File: config.mk
export PLATFORM = sky130hd
export DESIGN_NAME = core4_top
export DESIGN_NICKNAME = d
export VERILOG_FILES = /design/src/pipe_cfg_pkg.sv /design/src/rv_isa_pkg.sv /design/src/pipe_ifs.sv /design/src/core4_top.sv /design/src/decode_stage.sv /design/src/execute_stage.sv /design/src/fetch_stage.sv /design/src/hazard_unit.sv /design/src/uop_queue.sv
export SDC_FILE = /design/constraint.sdc
export NUM_CORES = 2
export LEC_CHECK = 0
export ABC_AREA = 1
export BUFFER_PORTS_ARGS = -buffer_cell sky130_fd_sc_hd__buf_4
export CELL_PAD_IN_SITES_DETAIL_PLACEMENT = 1
export CELL_PAD_IN_SITES_GLOBAL_PLACEMENT = 2
export CORE_MARGIN = 2
export CORE_UTILIZATION = 30
export CTS_CLUSTER_DIAMETER = 200
export CTS_CLUSTER_SIZE = 16
export DETAILED_ROUTE_END_ITERATION = 10
export PLACE_DENSITY_LB_ADDON = 0.15
export REMOVE_ABC_BUFFERS = 1
export SLEW_MARGIN = 5
export SYNTH_ARGS = -nofsm -noshare
export SYNTH_HDL_FRONTEND = slang
export SYNTH_SLANG_ARGS = --single-unit
export TNS_END_PERCENT = 5
File: constraint.sdc
create_clock -name CLK -period 12.1 [get_ports CLK]
set_input_delay 1.815 -clock CLK [delete_from_list [all_inputs] [get_ports CLK]]
set_output_delay 1.815 -clock CLK [all_outputs]
set_load 0.05 [all_outputs]
File: src/pipe_cfg_pkg.sv
// Micro-op encoding of the core; ALU codes are internal and not tied to any ISA field
`default_nettype none

package pipe_cfg_pkg;

    // ~~~~~~~~~~~~~~~~~~~~
    // Field widths
    localparam int ALU_OP_W = 4;  // Room for up to 16 ALU operations
    localparam int REG_W    = 5;  // 32 architectural registers

    // ~~~~~~~~~~~~~~~~~~~~
    // ALU operation codes
    localparam logic [ALU_OP_W-1:0] ALU_ADD  = 4'd0;
    localparam logic [ALU_OP_W-1:0] ALU_SUB  = 4'd1;
    localparam logic [ALU_OP_W-1:0] ALU_AND  = 4'd2;
    localparam logic [ALU_OP_W-1:0] ALU_OR   = 4'd3;
    localparam logic [ALU_OP_W-1:0] ALU_XOR  = 4'd4;
    localparam logic [ALU_OP_W-1:0] ALU_SLT  = 4'd5;  // Signed compare
    localparam logic [ALU_OP_W-1:0] ALU_SLL  = 4'd6;
    localparam logic [ALU_OP_W-1:0] ALU_SRL  = 4'd7;
    localparam logic [ALU_OP_W-1:0] ALU_PASS = 4'd8;  // Second operand straight through, for LUI

endpackage

`default_nettype wire

File: src/rv_isa_pkg.sv
// RV32I encodings for the supported subset only; no branch, load, store or CSR encodings
// The union shares one 32-bit word between the R, I and U formats
`default_nettype none

package rv_isa_pkg;

    // ~~~~~~~~~~~~~~~~~~~~
    // Major opcodes
    localparam logic [6:0] OPC_OP     = 7'b0110011;  // Register-register ALU
    localparam logic [6:0] OPC_OP_IMM = 7'b0010011;  // Register-immediate ALU
    localparam logic [6:0] OPC_LUI    = 7'b0110111;  // Load upper immediate
    localparam logic [6:0] OPC_SYSTEM = 7'b1110011;  // Only EBREAK is recognised here

    // ~~~~~~~~~~~~~~~~~~~~
    // funct3 values shared by OP and OP-IMM
    localparam logic [2:0] F3_ADD = 3'b000;
    localparam logic [2:0] F3_SLL = 3'b001;
    localparam logic [2:0] F3_SLT = 3'b010;
    localparam logic [2:0] F3_XOR = 3'b100;
    localparam logic [2:0] F3_SRL = 3'b101;
    localparam logic [2:0] F3_OR  = 3'b110;
    localparam logic [2:0] F3_AND = 3'b111;

    localparam logic [6:0] F7_SUB = 7'b0100000;  // Turns ADD into SUB in the R format

    // Three views of the same instruction word, MSB first
    typedef union packed {
        struct packed {
            logic [6:0] funct7;
            logic [4:0] rs2;
            logic [4:0] rs1;
            logic [2:0] funct3;
            logic [4:0] rd;
            logic [6:0] opcode;
        } r;
        struct packed {
            logic [11:0] imm12;  // Also carries shamt in its low 5 bits
            logic [4:0]  rs1;
            logic [2:0]  funct3;
            logic [4:0]  rd;
            logic [6:0]  opcode;
        } i;
        struct packed {
            logic [19:0] imm20;
            logic [4:0]  rd;
            logic [6:0]  opcode;
        } u;
    } instr_u;

endpackage

`default_nettype wire

File: src/pipe_ifs.sv
// Both bundles are purely combinational and carry no clock
// uop_if valid is a plain strobe; the consumer never pushes back through it
`timescale 1ns/1ps
`default_nettype none

// One micro-op between decode, queue and execute
interface uop_if import pipe_cfg_pkg::*; ();

    logic                valid;   // Micro-op present this cycle
    logic [ALU_OP_W-1:0] alu_op;
    logic [REG_W-1:0]    rd;
    logic [REG_W-1:0]    rs1;
    logic [REG_W-1:0]    rs2;
    logic [31:0]         imm;     // Already extended or shifted by decode
    logic                use_imm; // Second ALU operand is imm instead of rs2
    logic                wr_en;   // Result goes to rd
    logic                halt;    // EBREAK

    // Producer side
    modport src (
        output valid, alu_op, rd, rs1, rs2, imm, use_imm, wr_en, halt
    );

    // Consumer side
    modport dst (
        input valid, alu_op, rd, rs1, rs2, imm, use_imm, wr_en, halt
    );

endinterface

// Stall and halt control shared by all stages
interface hazard_if;

    logic full;          // Micro-op queue has no free slot
    logic hold;          // Execute back-pressure from outside
    logic halt_retired;  // A halt micro-op has left execute
    logic stall_fetch;   // Freeze PC, fetch register and decode
    logic stopped;       // Core is halted for good until reset

    modport ctrl  (input full, halt_retired, output stall_fetch, stopped);
    modport fetch (input stall_fetch, stopped);
    modport queue (input hold, stopped, output full);
    modport exec  (input hold, output halt_retired);

endinterface

`default_nettype wire

File: src/core4_top.sv
// Core with plain ports; instruction memory is combinational and external
// ex_hold may be raised at any time and only delays retirement
`timescale 1ns/1ps
`default_nettype none

module core4_top import pipe_cfg_pkg::*; #(
    parameter logic [31:0] RESET_PC    = 32'h0,
    parameter int          QUEUE_DEPTH = 4
)(
    input  wire logic             CLK,
    input  wire logic             rst_n,
    output logic      [31:0]      imem_addr,
    input  wire logic [31:0]      imem_rdata,
    input  wire logic             ex_hold,
    output logic                  wb_valid,
    output logic      [REG_W-1:0] wb_rd,
    output logic      [31:0]      wb_data,
    output logic                  halt
);

    logic        f_valid;
    logic [31:0] f_instr;

    // ~~~~~~~~~~~~~~~~~~~~
    // Interfaces between the stages
    uop_if    dec_q ();  // Decode to queue
    uop_if    q_ex  ();  // Queue head to execute
    hazard_if haz   ();

    assign haz.hold = ex_hold;  // Outside back-pressure goes straight to the queue and execute

    // ~~~~~~~~~~~~~~~~~~~~
    // Stages
    fetch_stage #(.RESET_PC(RESET_PC)) u_fetch (
        .CLK(CLK), .rst_n(rst_n),
        .imem_addr(imem_addr), .imem_rdata(imem_rdata),
        .haz(haz), .f_valid(f_valid), .f_instr(f_instr)
    );

    decode_stage u_decode (.f_valid(f_valid), .f_instr(f_instr), .haz(haz), .dq(dec_q));

    uop_queue #(.QUEUE_DEPTH(QUEUE_DEPTH)) u_queue (
        .CLK(CLK), .rst_n(rst_n), .dq(dec_q), .qe(q_ex), .haz(haz)
    );

    execute_stage u_execute (
        .CLK(CLK), .rst_n(rst_n), .qe(q_ex), .haz(haz),
        .wb_valid(wb_valid), .wb_rd(wb_rd), .wb_data(wb_data)
    );

    hazard_unit u_hazard (.CLK(CLK), .rst_n(rst_n), .haz(haz), .halt(halt));

endmodule

`default_nettype wire

File: src/decode_stage.sv
// Purely combinational; one instruction becomes exactly one micro-op
// Unsupported encodings, SRA and SLTU included, become micro-ops that write nothing
`timescale 1ns/1ps
`default_nettype none

module decode_stage import rv_isa_pkg::*, pipe_cfg_pkg::*; (
    input  wire logic        f_valid,
    input  wire logic [31:0] f_instr,
    hazard_if.fetch          haz,
    uop_if.src               dq
);

    instr_u ins;  // The fetch word seen through all three formats

    assign ins = f_instr;

    // A stalled fetch register is written again later, so nothing goes out now
    assign dq.valid = f_valid && !haz.stall_fetch;

    // Register fields sit at the same bit positions in every format
    assign dq.rd  = ins.r.rd;
    assign dq.rs1 = ins.r.rs1;
    assign dq.rs2 = ins.r.rs2;

    always_comb begin
        dq.alu_op  = ALU_ADD;
        dq.imm     = {{20{ins.i.imm12[11]}}, ins.i.imm12};  // I-format sign extension
        dq.use_imm = 1'b0;
        dq.wr_en   = 1'b0;
        dq.halt    = 1'b0;

        case (ins.r.opcode)
            OPC_OP: begin
                dq.wr_en = 1'b1;
                case (ins.r.funct3)
                    F3_ADD:  dq.alu_op = (ins.r.funct7 == F7_SUB) ? ALU_SUB : ALU_ADD;
                    F3_SLT:  dq.alu_op = ALU_SLT;
                    F3_XOR:  dq.alu_op = ALU_XOR;
                    F3_OR:   dq.alu_op = ALU_OR;
                    F3_AND:  dq.alu_op = ALU_AND;
                    F3_SLL:  dq.alu_op = ALU_SLL;
                    F3_SRL:  dq.wr_en  = (ins.r.funct7 == 7'd0);  // SRA is not supported
                    default: dq.wr_en  = 1'b0;
                endcase
                if (ins.r.funct3 == F3_SRL) dq.alu_op = ALU_SRL;
            end
            OPC_OP_IMM: begin
                dq.use_imm = 1'b1;
                dq.wr_en   = 1'b1;
                case (ins.i.funct3)
                    F3_ADD:  dq.alu_op = ALU_ADD;
                    F3_SLT:  dq.alu_op = ALU_SLT;
                    F3_XOR:  dq.alu_op = ALU_XOR;
                    F3_OR:   dq.alu_op = ALU_OR;
                    F3_AND:  dq.alu_op = ALU_AND;
                    F3_SLL:  dq.alu_op = ALU_SLL;  // Shift amount is imm[4:0]
                    F3_SRL:  dq.alu_op = ALU_SRL;
                    default: dq.wr_en  = 1'b0;
                endcase
            end
            OPC_LUI: begin
                dq.alu_op  = ALU_PASS;
                dq.imm     = {ins.u.imm20, 12'd0};  // Upper immediate, low bits zero
                dq.use_imm = 1'b1;
                dq.wr_en   = 1'b1;
            end
            OPC_SYSTEM: begin
                // EBREAK is the only SYSTEM word with imm12 of 1 and all other fields zero
                dq.halt = (ins.i.imm12 == 12'd1) && (ins.i.rs1 == 5'd0) &&
                          (ins.i.funct3 == 3'd0) && (ins.i.rd == 5'd0);
            end
            default: ;  // Retires as a no-op
        endcase
    end

endmodule

`default_nettype wire

File: src/execute_stage.sv
// Register file writes land at the pop edge, so the next micro-op sees them without forwarding
// Nothing is consumed after a halt micro-op has retired
`timescale 1ns/1ps
`default_nettype none

module execute_stage import pipe_cfg_pkg::*; (
    input  wire logic    CLK,
    input  wire logic    rst_n,
    uop_if.dst           qe,
    hazard_if.exec       haz,
    output logic         wb_valid,
    output logic [REG_W-1:0] wb_rd,
    output logic [31:0]  wb_data
);

    logic [31:0] rf [1:31];  // x0 has no storage and reads as zero
    logic [31:0] op_a;
    logic [31:0] op_b;
    logic [31:0] rs2_val;
    logic [31:0] result;
    logic        fire;       // Micro-op consumed at this edge
    logic        do_wr;      // Consumed micro-op writes a real register
    logic        halted;

    assign fire  = qe.valid && !haz.hold && !halted;
    assign do_wr = fire && qe.wr_en && (qe.rd != '0);

    // ~~~~~~~~~~~~~~~~~~~~
    // Operand read
    assign op_a    = (qe.rs1 == '0) ? 32'd0 : rf[qe.rs1];
    assign rs2_val = (qe.rs2 == '0) ? 32'd0 : rf[qe.rs2];
    assign op_b    = qe.use_imm ? qe.imm : rs2_val;

    // ALU
    always_comb begin
        case (qe.alu_op)
            ALU_ADD:  result = op_a + op_b;
            ALU_SUB:  result = op_a - op_b;
            ALU_AND:  result = op_a & op_b;
            ALU_OR:   result = op_a | op_b;
            ALU_XOR:  result = op_a ^ op_b;
            ALU_SLT:  result = {31'd0, $signed(op_a) < $signed(op_b)};
            ALU_SLL:  result = op_a << op_b[4:0];  // Only the low 5 bits shift
            ALU_SRL:  result = op_a >> op_b[4:0];
            ALU_PASS: result = op_b;
            default:  result = 32'd0;
        endcase
    end

    // ~~~~~~~~~~~~~~~~~~~~
    // Writeback
    always_ff @(posedge CLK) begin
        if (do_wr) rf[qe.rd] <= result;
    end

    always_ff @(posedge CLK or negedge rst_n) begin
        if (!rst_n) begin
            wb_valid <= 1'b0;
            halted   <= 1'b0;
        end else begin
            wb_valid <= do_wr;                          // One strobe per retirement
            halted   <= halted || (fire && qe.halt);    // Sticky until reset
        end
    end

    // Port payload follows the strobe
    always_ff @(posedge CLK) begin
        if (do_wr) begin
            wb_rd   <= qe.rd;
            wb_data <= result;
        end
    end

    assign haz.halt_retired = halted;

endmodule

`default_nettype wire

File: src/fetch_stage.sv
// Instruction memory must answer combinationally in the same cycle as imem_addr
// No branches, so the PC only ever steps by 4
`timescale 1ns/1ps
`default_nettype none

module fetch_stage #(
    parameter logic [31:0] RESET_PC = 32'h0
)(
    input  wire logic        CLK,
    input  wire logic        rst_n,
    output logic      [31:0] imem_addr,
    input  wire logic [31:0] imem_rdata,
    hazard_if.fetch          haz,
    output logic             f_valid,
    output logic      [31:0] f_instr
);

    logic [31:0] pc;
    logic        advance;  // Take a new word this cycle

    assign advance   = !haz.stall_fetch && !haz.stopped;
    assign imem_addr = pc;  // Memory reads straight from the PC

    always_ff @(posedge CLK or negedge rst_n) begin
        if (!rst_n) begin
            pc      <= RESET_PC;
            f_valid <= 1'b0;
        end else if (haz.stopped) begin
            f_valid <= 1'b0;  // Decode goes quiet once halted, PC stays frozen
        end else if (advance) begin
            pc      <= pc + 32'd4;
            f_valid <= 1'b1;
        end
    end

    // Instruction word is held together with the PC on a stall
    always_ff @(posedge CLK) begin
        if (advance) f_instr <= imem_rdata;
    end

endmodule

`default_nettype wire

File: src/hazard_unit.sv
// Only stalls and halt; the core has no branches or loads to forward or flush
`timescale 1ns/1ps
`default_nettype none

module hazard_unit (
    input  wire logic CLK,
    input  wire logic rst_n,
    hazard_if.ctrl    haz,
    output logic      halt
);

    logic stopped_q;

    // Fetch and decode wait exactly while the queue has no room
    assign haz.stall_fetch = haz.full;

    // Stop one cycle after the halt micro-op retires, and stay stopped
    always_ff @(posedge CLK or negedge rst_n) begin
        if (!rst_n) begin
            stopped_q <= 1'b0;
        end else if (haz.halt_retired) begin
            stopped_q <= 1'b1;
        end
    end

    assign haz.stopped = stopped_q;
    assign halt        = stopped_q;  // Visible to the outside world

endmodule

`default_nettype wire

File: src/uop_queue.sv
// QUEUE_DEPTH must be a power of two and at least 2
// Writes arriving while full are dropped, so the writer must honour full
`timescale 1ns/1ps
`default_nettype none

module uop_queue import pipe_cfg_pkg::*; #(
    parameter int QUEUE_DEPTH = 4
)(
    input  wire logic CLK,
    input  wire logic rst_n,
    uop_if.dst        dq,
    uop_if.src        qe,
    hazard_if.queue   haz
);

    localparam int AW      = $clog2(QUEUE_DEPTH);
    localparam int ENTRY_W = ALU_OP_W + 3*REG_W + 32 + 3;  // All micro-op fields except valid

    logic [ENTRY_W-1:0] mem [QUEUE_DEPTH];
    logic [AW:0]        wr_ptr;  // Extra MSB tells full from empty
    logic [AW:0]        rd_ptr;
    logic               empty;
    logic               push;
    logic               pop;

    // ~~~~~~~~~~~~~~~~~~~~
    // Status
    assign empty    = (wr_ptr == rd_ptr);
    assign haz.full = (wr_ptr[AW] != rd_ptr[AW]) && (wr_ptr[AW-1:0] == rd_ptr[AW-1:0]);
    assign push     = dq.valid && !haz.full && !haz.stopped;
    assign pop      = !empty && !haz.hold;  // Same condition execute uses to consume

    always_ff @(posedge CLK or negedge rst_n) begin
        if (!rst_n) begin
            wr_ptr <= '0;
            rd_ptr <= '0;
        end else if (haz.stopped) begin
            wr_ptr <= '0;  // Anything left behind a halt is thrown away
            rd_ptr <= '0;
        end else begin
            if (push) wr_ptr <= wr_ptr + 1'b1;
            if (pop)  rd_ptr <= rd_ptr + 1'b1;
        end
    end

    // Storage
    always_ff @(posedge CLK) begin
        if (push) begin
            mem[wr_ptr[AW-1:0]] <= {dq.alu_op, dq.rd, dq.rs1, dq.rs2, dq.imm,
                                    dq.use_imm, dq.wr_en, dq.halt};
        end
    end

    // ~~~~~~~~~~~~~~~~~~~~
    // Head of the queue, valid whenever something is stored
    assign qe.valid = !empty;
    assign {qe.alu_op, qe.rd, qe.rs1, qe.rs2, qe.imm,
            qe.use_imm, qe.wr_en, qe.halt} = mem[rd_ptr[AW-1:0]];

endmodule

`default_nettype wire
# After elaboration in Yosys (flattened, before gate mapping)
# Memories as Yosys holds them, arrays and structs flattened.
# Index checks and enable logic that the tools add are counted.
# word_totals
word_cells	106
in_bits	35
regBits	111
out_inout_bits	71
memories	2
ramBits	1208
# mem_list
name	words	word_bits	read_ports	rd_clocked_by_memory_dff	wr	line_no	text
u_execute.rf	31	32	2	0	1	execute_stage.sv:16	logic [31:0] rf [1:31];
u_queue.mem	4	54	1	0	1	uop_queue.sv:19	logic [ENTRY_W-1:0] mem [QUEUE_DEPTH];
# classes
mux	25
order_cmp	1
eq_ne	23
shift	2
bitwise_logic	4
n_addsub	5
reduce_logical	34
# ops
op	count
$pmux W32 S9	1
$mux W32	3
$add A32 B3 Y32 const B	1
$add A32 B32 Y32	1
$and A32 B32 Y32	1
$lt A32 B32 Y1	1
$or A32 B32 Y32	1
$shl A32 B5 Y32	1
$shr A32 B5 Y32	1
$sub A32 B32 Y32	1
$xor A32 B32 Y32	1
$mux W31	1
$pmux W4 S6	1
$eq A7 B6 Y1 const B	3
$logic_not A5 Y1	4
$pmux W3 S6	1
$eq A4 B3 Y1 const B	4
$logic_and A1 B1 Y1	13
$eq A12 B1 Y1 const B	1
$eq A3 B3 Y1 const B	4
$mux W3	4
$pmux W4 S3	1
$mux W1	10
$eq A4 B2 Y1 const B	2
25 further kinds	32

# Logic depth before layout (Yosys ltp)
# logic_depth
ltp_word	8
ltp_mapped	39
mapped_depth_nobuf	36

# Hierarchy
# Synthesis repeated with hierarchy kept, for this count alone.
# hier_totals
hier_cells	8069
hier_area_um2	71946.5
# modules_own_cells
module	cells_per_inst	n_inst	area_per_inst_um2	seq_area_each_um2
execute_stage	7089	1	59990.0	30949.7
uop_queue	587	1	8434.3	6636.4
fetch_stage	249	1	2755.1	1736.7
decode_stage	138	1	715.7	0.0
hazard_unit	6	1	51.3	25.0

# Worst setup path after synthesis
# No wires, ideal clock.
# synth_path
kind	input port to flip-flop
from	in ex_hold
to	mem u_execute.rf[10][0], enable pin
t_required_ns	11.679
path_buffers	0
slack_ns	5.937
setup_ns	0.421
path_stages	4
t_arrival_ns	5.742
path_cell_list	a21o_1 > nor3_2 > nand3_1 > nor2_1
# synth_between
elab_chain_len	7
# synth_rtl
element	line_no	text
from (decl)	core4_top.sv:14	input wire logic ex_hold,
$logic_not A1 Y1	execute_stage.sv:25	assign fire = qe.valid && !haz.hold && !halted;
$logic_and A1 B1 Y1 (2 in a row)	execute_stage.sv:25	
$logic_and A1 B1 Y1 (2 in a row)	execute_stage.sv:26	assign do_wr = fire && qe.wr_en && (qe.rd != '0);
net u_execute.do_wr	execute_stage.sv:22	logic do_wr;
$mux W1	execute_stage.sv:53	if (do_wr) rf[qe.rd] <= result;
$mux W1 (implied by the code)	execute_stage.sv:53	
to (decl)	execute_stage.sv:16	
# The timed path passes the listed nets, and every way through them passes these cells.

# Worst setup path in the final report
# layout_path
from	reg u_queue.rd_ptr[1]
to	mem u_execute.rf[19][10] (data pin)
# layout_between
elab_chain_len	6
word_cells_on_any_way	24
classes_between	add/sub: 2; eq/ne: 8; shift: 2; mux: 4; bitwise: 3; reduce/logical: 3; memory: 2
# layout_rtl
element	line_no	text
from (decl)	uop_queue.sv:21	logic [AW:0] rd_ptr;
from (signal assigned)	uop_queue.sv:42	if (pop) rd_ptr <= rd_ptr + 1'b1;
$mem_v2 Z4 W54 *	-	
$mem_v2 Z31 W32 or $logic_not A5 Y1 (tied branches)	-	
$mux W32	execute_stage.sv:31	assign rs2_val = (qe.rs2 == '0) ? 32'd0 : rf[qe.rs2];
$mux W32	execute_stage.sv:32	assign op_b = qe.use_imm ? qe.imm : rs2_val;
$sub A32 B32 Y32 (tied with other cells)	execute_stage.sv:38	ALU_SUB: result = op_a - op_b;
$pmux W32 S9 *	execute_stage.sv:36	case (qe.alu_op)
net u_execute.result[10]	execute_stage.sv:20	logic [31:0] result;
# The timed path passes the listed nets; every way through them passes the cells marked *.

==> metrics <==
Final #Nets=8165; part of the power in combinational logic=0.002; clk_lat worst skew=0.81 ns; CTS tree=done; initial DRC count=5360; Yosys Warn Count=0; Leak Pwr=0.03054 µW; Most common cell on crit path=nand2_1; Slew Limit Headroom=0.1965; most common cell in the synthesized netlist=nand2_1; pwr dens=102.2 nW/µm²; number of hold buffers added after CTS=0; Mapped Cells=8181; Wirelength per Cell=29.64 µm; largest net degree at the start of global routing=145; global-route wire length before repair=473.8 mm; top cells by count, synth=2646 x nand2_1, 1537 x nand3_1, 1277 x edfxtp_1; CP max stage cell=a211oi_1; TNS Setup=0 ns; Final HPWL DP=206.4 mm; switching power of the nets=1690 µW; CTS root buffer=clkbuf_16; crit end category=flop; critical path's largest stage delay=0.70 ns; CTS resizes=0; clock network power share=0.385; Setup Skew=0.04774 ns; Pint=6329 µW; Post-Syn Area per Cell=8.810 µm²; Post-synth EDFFs=1277; cell taking the most area after synthesis=edfxtp_1; fmax=0.1119 GHz; status=finished clean; layout cells sized above 1=0.06954; vias in the first global route=63940; Switching Fraction=0.2107; setup repair after global routing missed its margin=no; Die Y=494.2 µm; H-tree Lvls=3; sequential fraction of the synthesis area=0.5459; min cycle time layout=8.940 ns; FP Rows=179; first-pass detailed-route iteration total=6; Top FF cell, synth=edfxtp_1; Seq pwr share=0.613; clock-pin slew on the worst setup and hold paths=0.08 ns; Routed WL=332.2 mm; setup bufs post-CTS=0; Remaining DRCs=0; Distinct cells, synth=66; hold path cells=1; gr usage total=0.2670; Worst-Margin Slew=1.202 ns; initial antenna violation count=13; DR vias=62200; Die X=494.2 µm; TritonCTS Buffers=92; Final Hold Fails=0; Crit Path Class=flop to flop; Worst Path Max Fanout=91; final setup violation count=0; share of the synthesized area in the top cell type=0.5320; post-synthesis register bit count=1317; Critical Path AT=9.42 ns; fin util=0.3293; Initial Util=0.3025; max_cap viols=0; final worst-path cycle share=0.7388; top cells by area, synth=edfxtp_1 53%, nand2_1 14%, nand3_1 11%, a21oi_1 2.6%, inv_1 2.4%; Post-DRT Antenna Nets=0; die area=244200 µm²; gr ovfl total=0; port bufs=103; HP Class=flop to flop; worst ir drop on vdd=0.00009464 V; final slew viol count=0; vias per cell=5.549; Crit path required time=12.58 ns; Clock Sinks=1317; Startpoint Class=flop; Area Overhead vs Synth=8.888%; Tot Pwr=8019 µW; core area=238300 µm²; asr flop ratio synth=0.03037; maximum root-to-sink buffer count=3; worst r2r path cells=32; Syn Std Cell Area=72070 µm²; RePlAce Congestion=0.8840; io pins=106
per-layer routing:
metal / track usage / wire (µm) / vias up
met1: 0.3677 / 149900 / 32170
li1: - / - / 27840
met4: 0.07851 / 9815 / 10
met5: 0 / 67 / -
met2: 0.4399 / 155200 / 1832
met3: 0.03113 / 17260 / 348
flip-flops by register name, indices dropped and copies added (netlist names):
name                        cells
u_execute.haz.halt_retired      1
u_queue.rd_ptr                  3
u_execute.wb_data              32
u_queue.mem                   216
u_execute.wb_rd                 5
u_fetch.imem_addr              30
u_fetch.f_valid                 1
u_queue.wr_ptr                  3
u_fetch.f_instr                32
u_execute.rf                  992
u_hazard.halt                   1
u_execute.wb_valid              1
critical path: cells and delay by family, from the launching register on:
kind | cells | cell delay (ns)
AOI/OAI and AO/OA | 6 | 1.94
DFF | 1 | 0.56
buffers and inverters | 8 | 2.80
adders and majority gates | 2 | 0.74
and+or+nand+nor | 16 | 2.23
cell usage in the layout, fill, tap and decap left out, types with 7 or more instances in the layout:
| cell | n |
|---|---|
| and3_1 | 9 |
| clkbuf_1 | 12 |
| a31oi_1 | 10 |
| inv_1 | 465 |
| o211ai_1 | 123 |
| a31o_2 | 19 |
| xnor2_1 | 7 |
| dfrtp_1 | 38 |
| xor2_1 | 32 |
| a32o_1 | 33 |
| nor2_1 | 250 |
| clkbuf_16 | 94 |
| buf_12 | 19 |
| nand3b_1 | 18 |
| a211oi_1 | 12 |
| nand2_2 | 11 |
| nand3_2 | 35 |
| or2_2 | 10 |
| o221ai_1 | 10 |
| edfxtp_1 | 1277 |
| a21o_1 | 8 |
| nor4_1 | 9 |
| nand3_1 | 1537 |
| buf_4 | 275 |
| o21ai_0 | 267 |
| nor3_1 | 24 |
| o2111ai_1 | 16 |
| o22ai_1 | 22 |
| a21oi_1 | 373 |
| a22oi_1 | 29 |
| o21ai_1 | 35 |
| a32oi_1 | 11 |
| ha_1 | 108 |
| nor2_4 | 38 |
| nand4_1 | 44 |
| a221oi_1 | 22 |
| inv_2 | 16 |
| nand2_1 | 2639 |
worst paths after layout:
kind	from	end	slack [ns]
hold / removal	u_queue.rd_ptr[2]	u_queue.rd_ptr[2]	0.48
min in group asynchronous	rst_n	u_fetch.imem_addr[13]	1.02
hold reg to reg	u_queue.rd_ptr[2]	u_queue.rd_ptr[2]	0.48
setup / recovery	u_queue.rd_ptr[1]	u_execute.rf[19][10]	3.16
setup reg to reg	u_queue.rd_ptr[1]	u_execute.rf[19][10]	3.16
max in group asynchronous	rst_n	u_queue.rd_ptr[0]	10.67
stage by stage:
| step | setup WS (ns) | cell area [µm²] | cells | hold slack, ns |
|---|---|---|---|---|
| after floorplan | -15.08 | 69130 | 7632 | 0.4549 |
| after global placement | 3.205 | 75950 | 11090 | 0.4707 |
| after detailed placement | 3.246 | 75950 | 11090 | 0.4805 |
| after CTS | 3.181 | 78470 | 11210 | 0.4914 |
| after global routing | 2.679 | 78480 | 11210 | 0.5165 |
| final | 3.160 | 78480 | 11210 | 0.4827 |
power groups by stage:
stage | logic, µW | registers, µW | clock network, µW
2_1_floorplan | 1.36 | 5020 | 0
3_3_place_gp | 12.6 | 5020 | 0
3_5_place_dp | 13.0 | 5020 | 0
4_1_cts | 13.0 | 4920 | 3180
5_1_grt | 13.8 | 4920 | 3310
6_report | 12.5 | 4920 | 3090
area by class of cell:
| class | instances | area (µm²) |
|---|---|---|
| fill | 27730 | 159800 |
| sequential | 1317 | 39350 |
| multi-input combinational | 5821 | 28290 |
| tap | 3167 | 3963 |
| timing repair buffer | 294 | 2445 |
| clock buffer | 106 | 2397 |
| inverter | 494 | 1894 |
| clock inverter | 6 | 126.4 |
| antenna | 3 | 7.507 |
kinds of logic (layout without fill, tap and decap cells):
family / after synthesis / in the layout / share of synthesized area
AND/OR/NAND/NOR: 4652 / 4652 / 0.2781
AO/OA/AOI/OAI: 1018 / 1018 / 0.08529
adder cells (fa/ha/maj): 110 / 110 / 0.01930
flip-flops: 1317 / 1317 / 0.5459
other: 1 / 5 / 0.00005203
XOR/XNOR: 39 / 39 / 0.004739
buffers and inverters: 1044 / 900 / 0.06663
(Power assumes the default switching activity.)
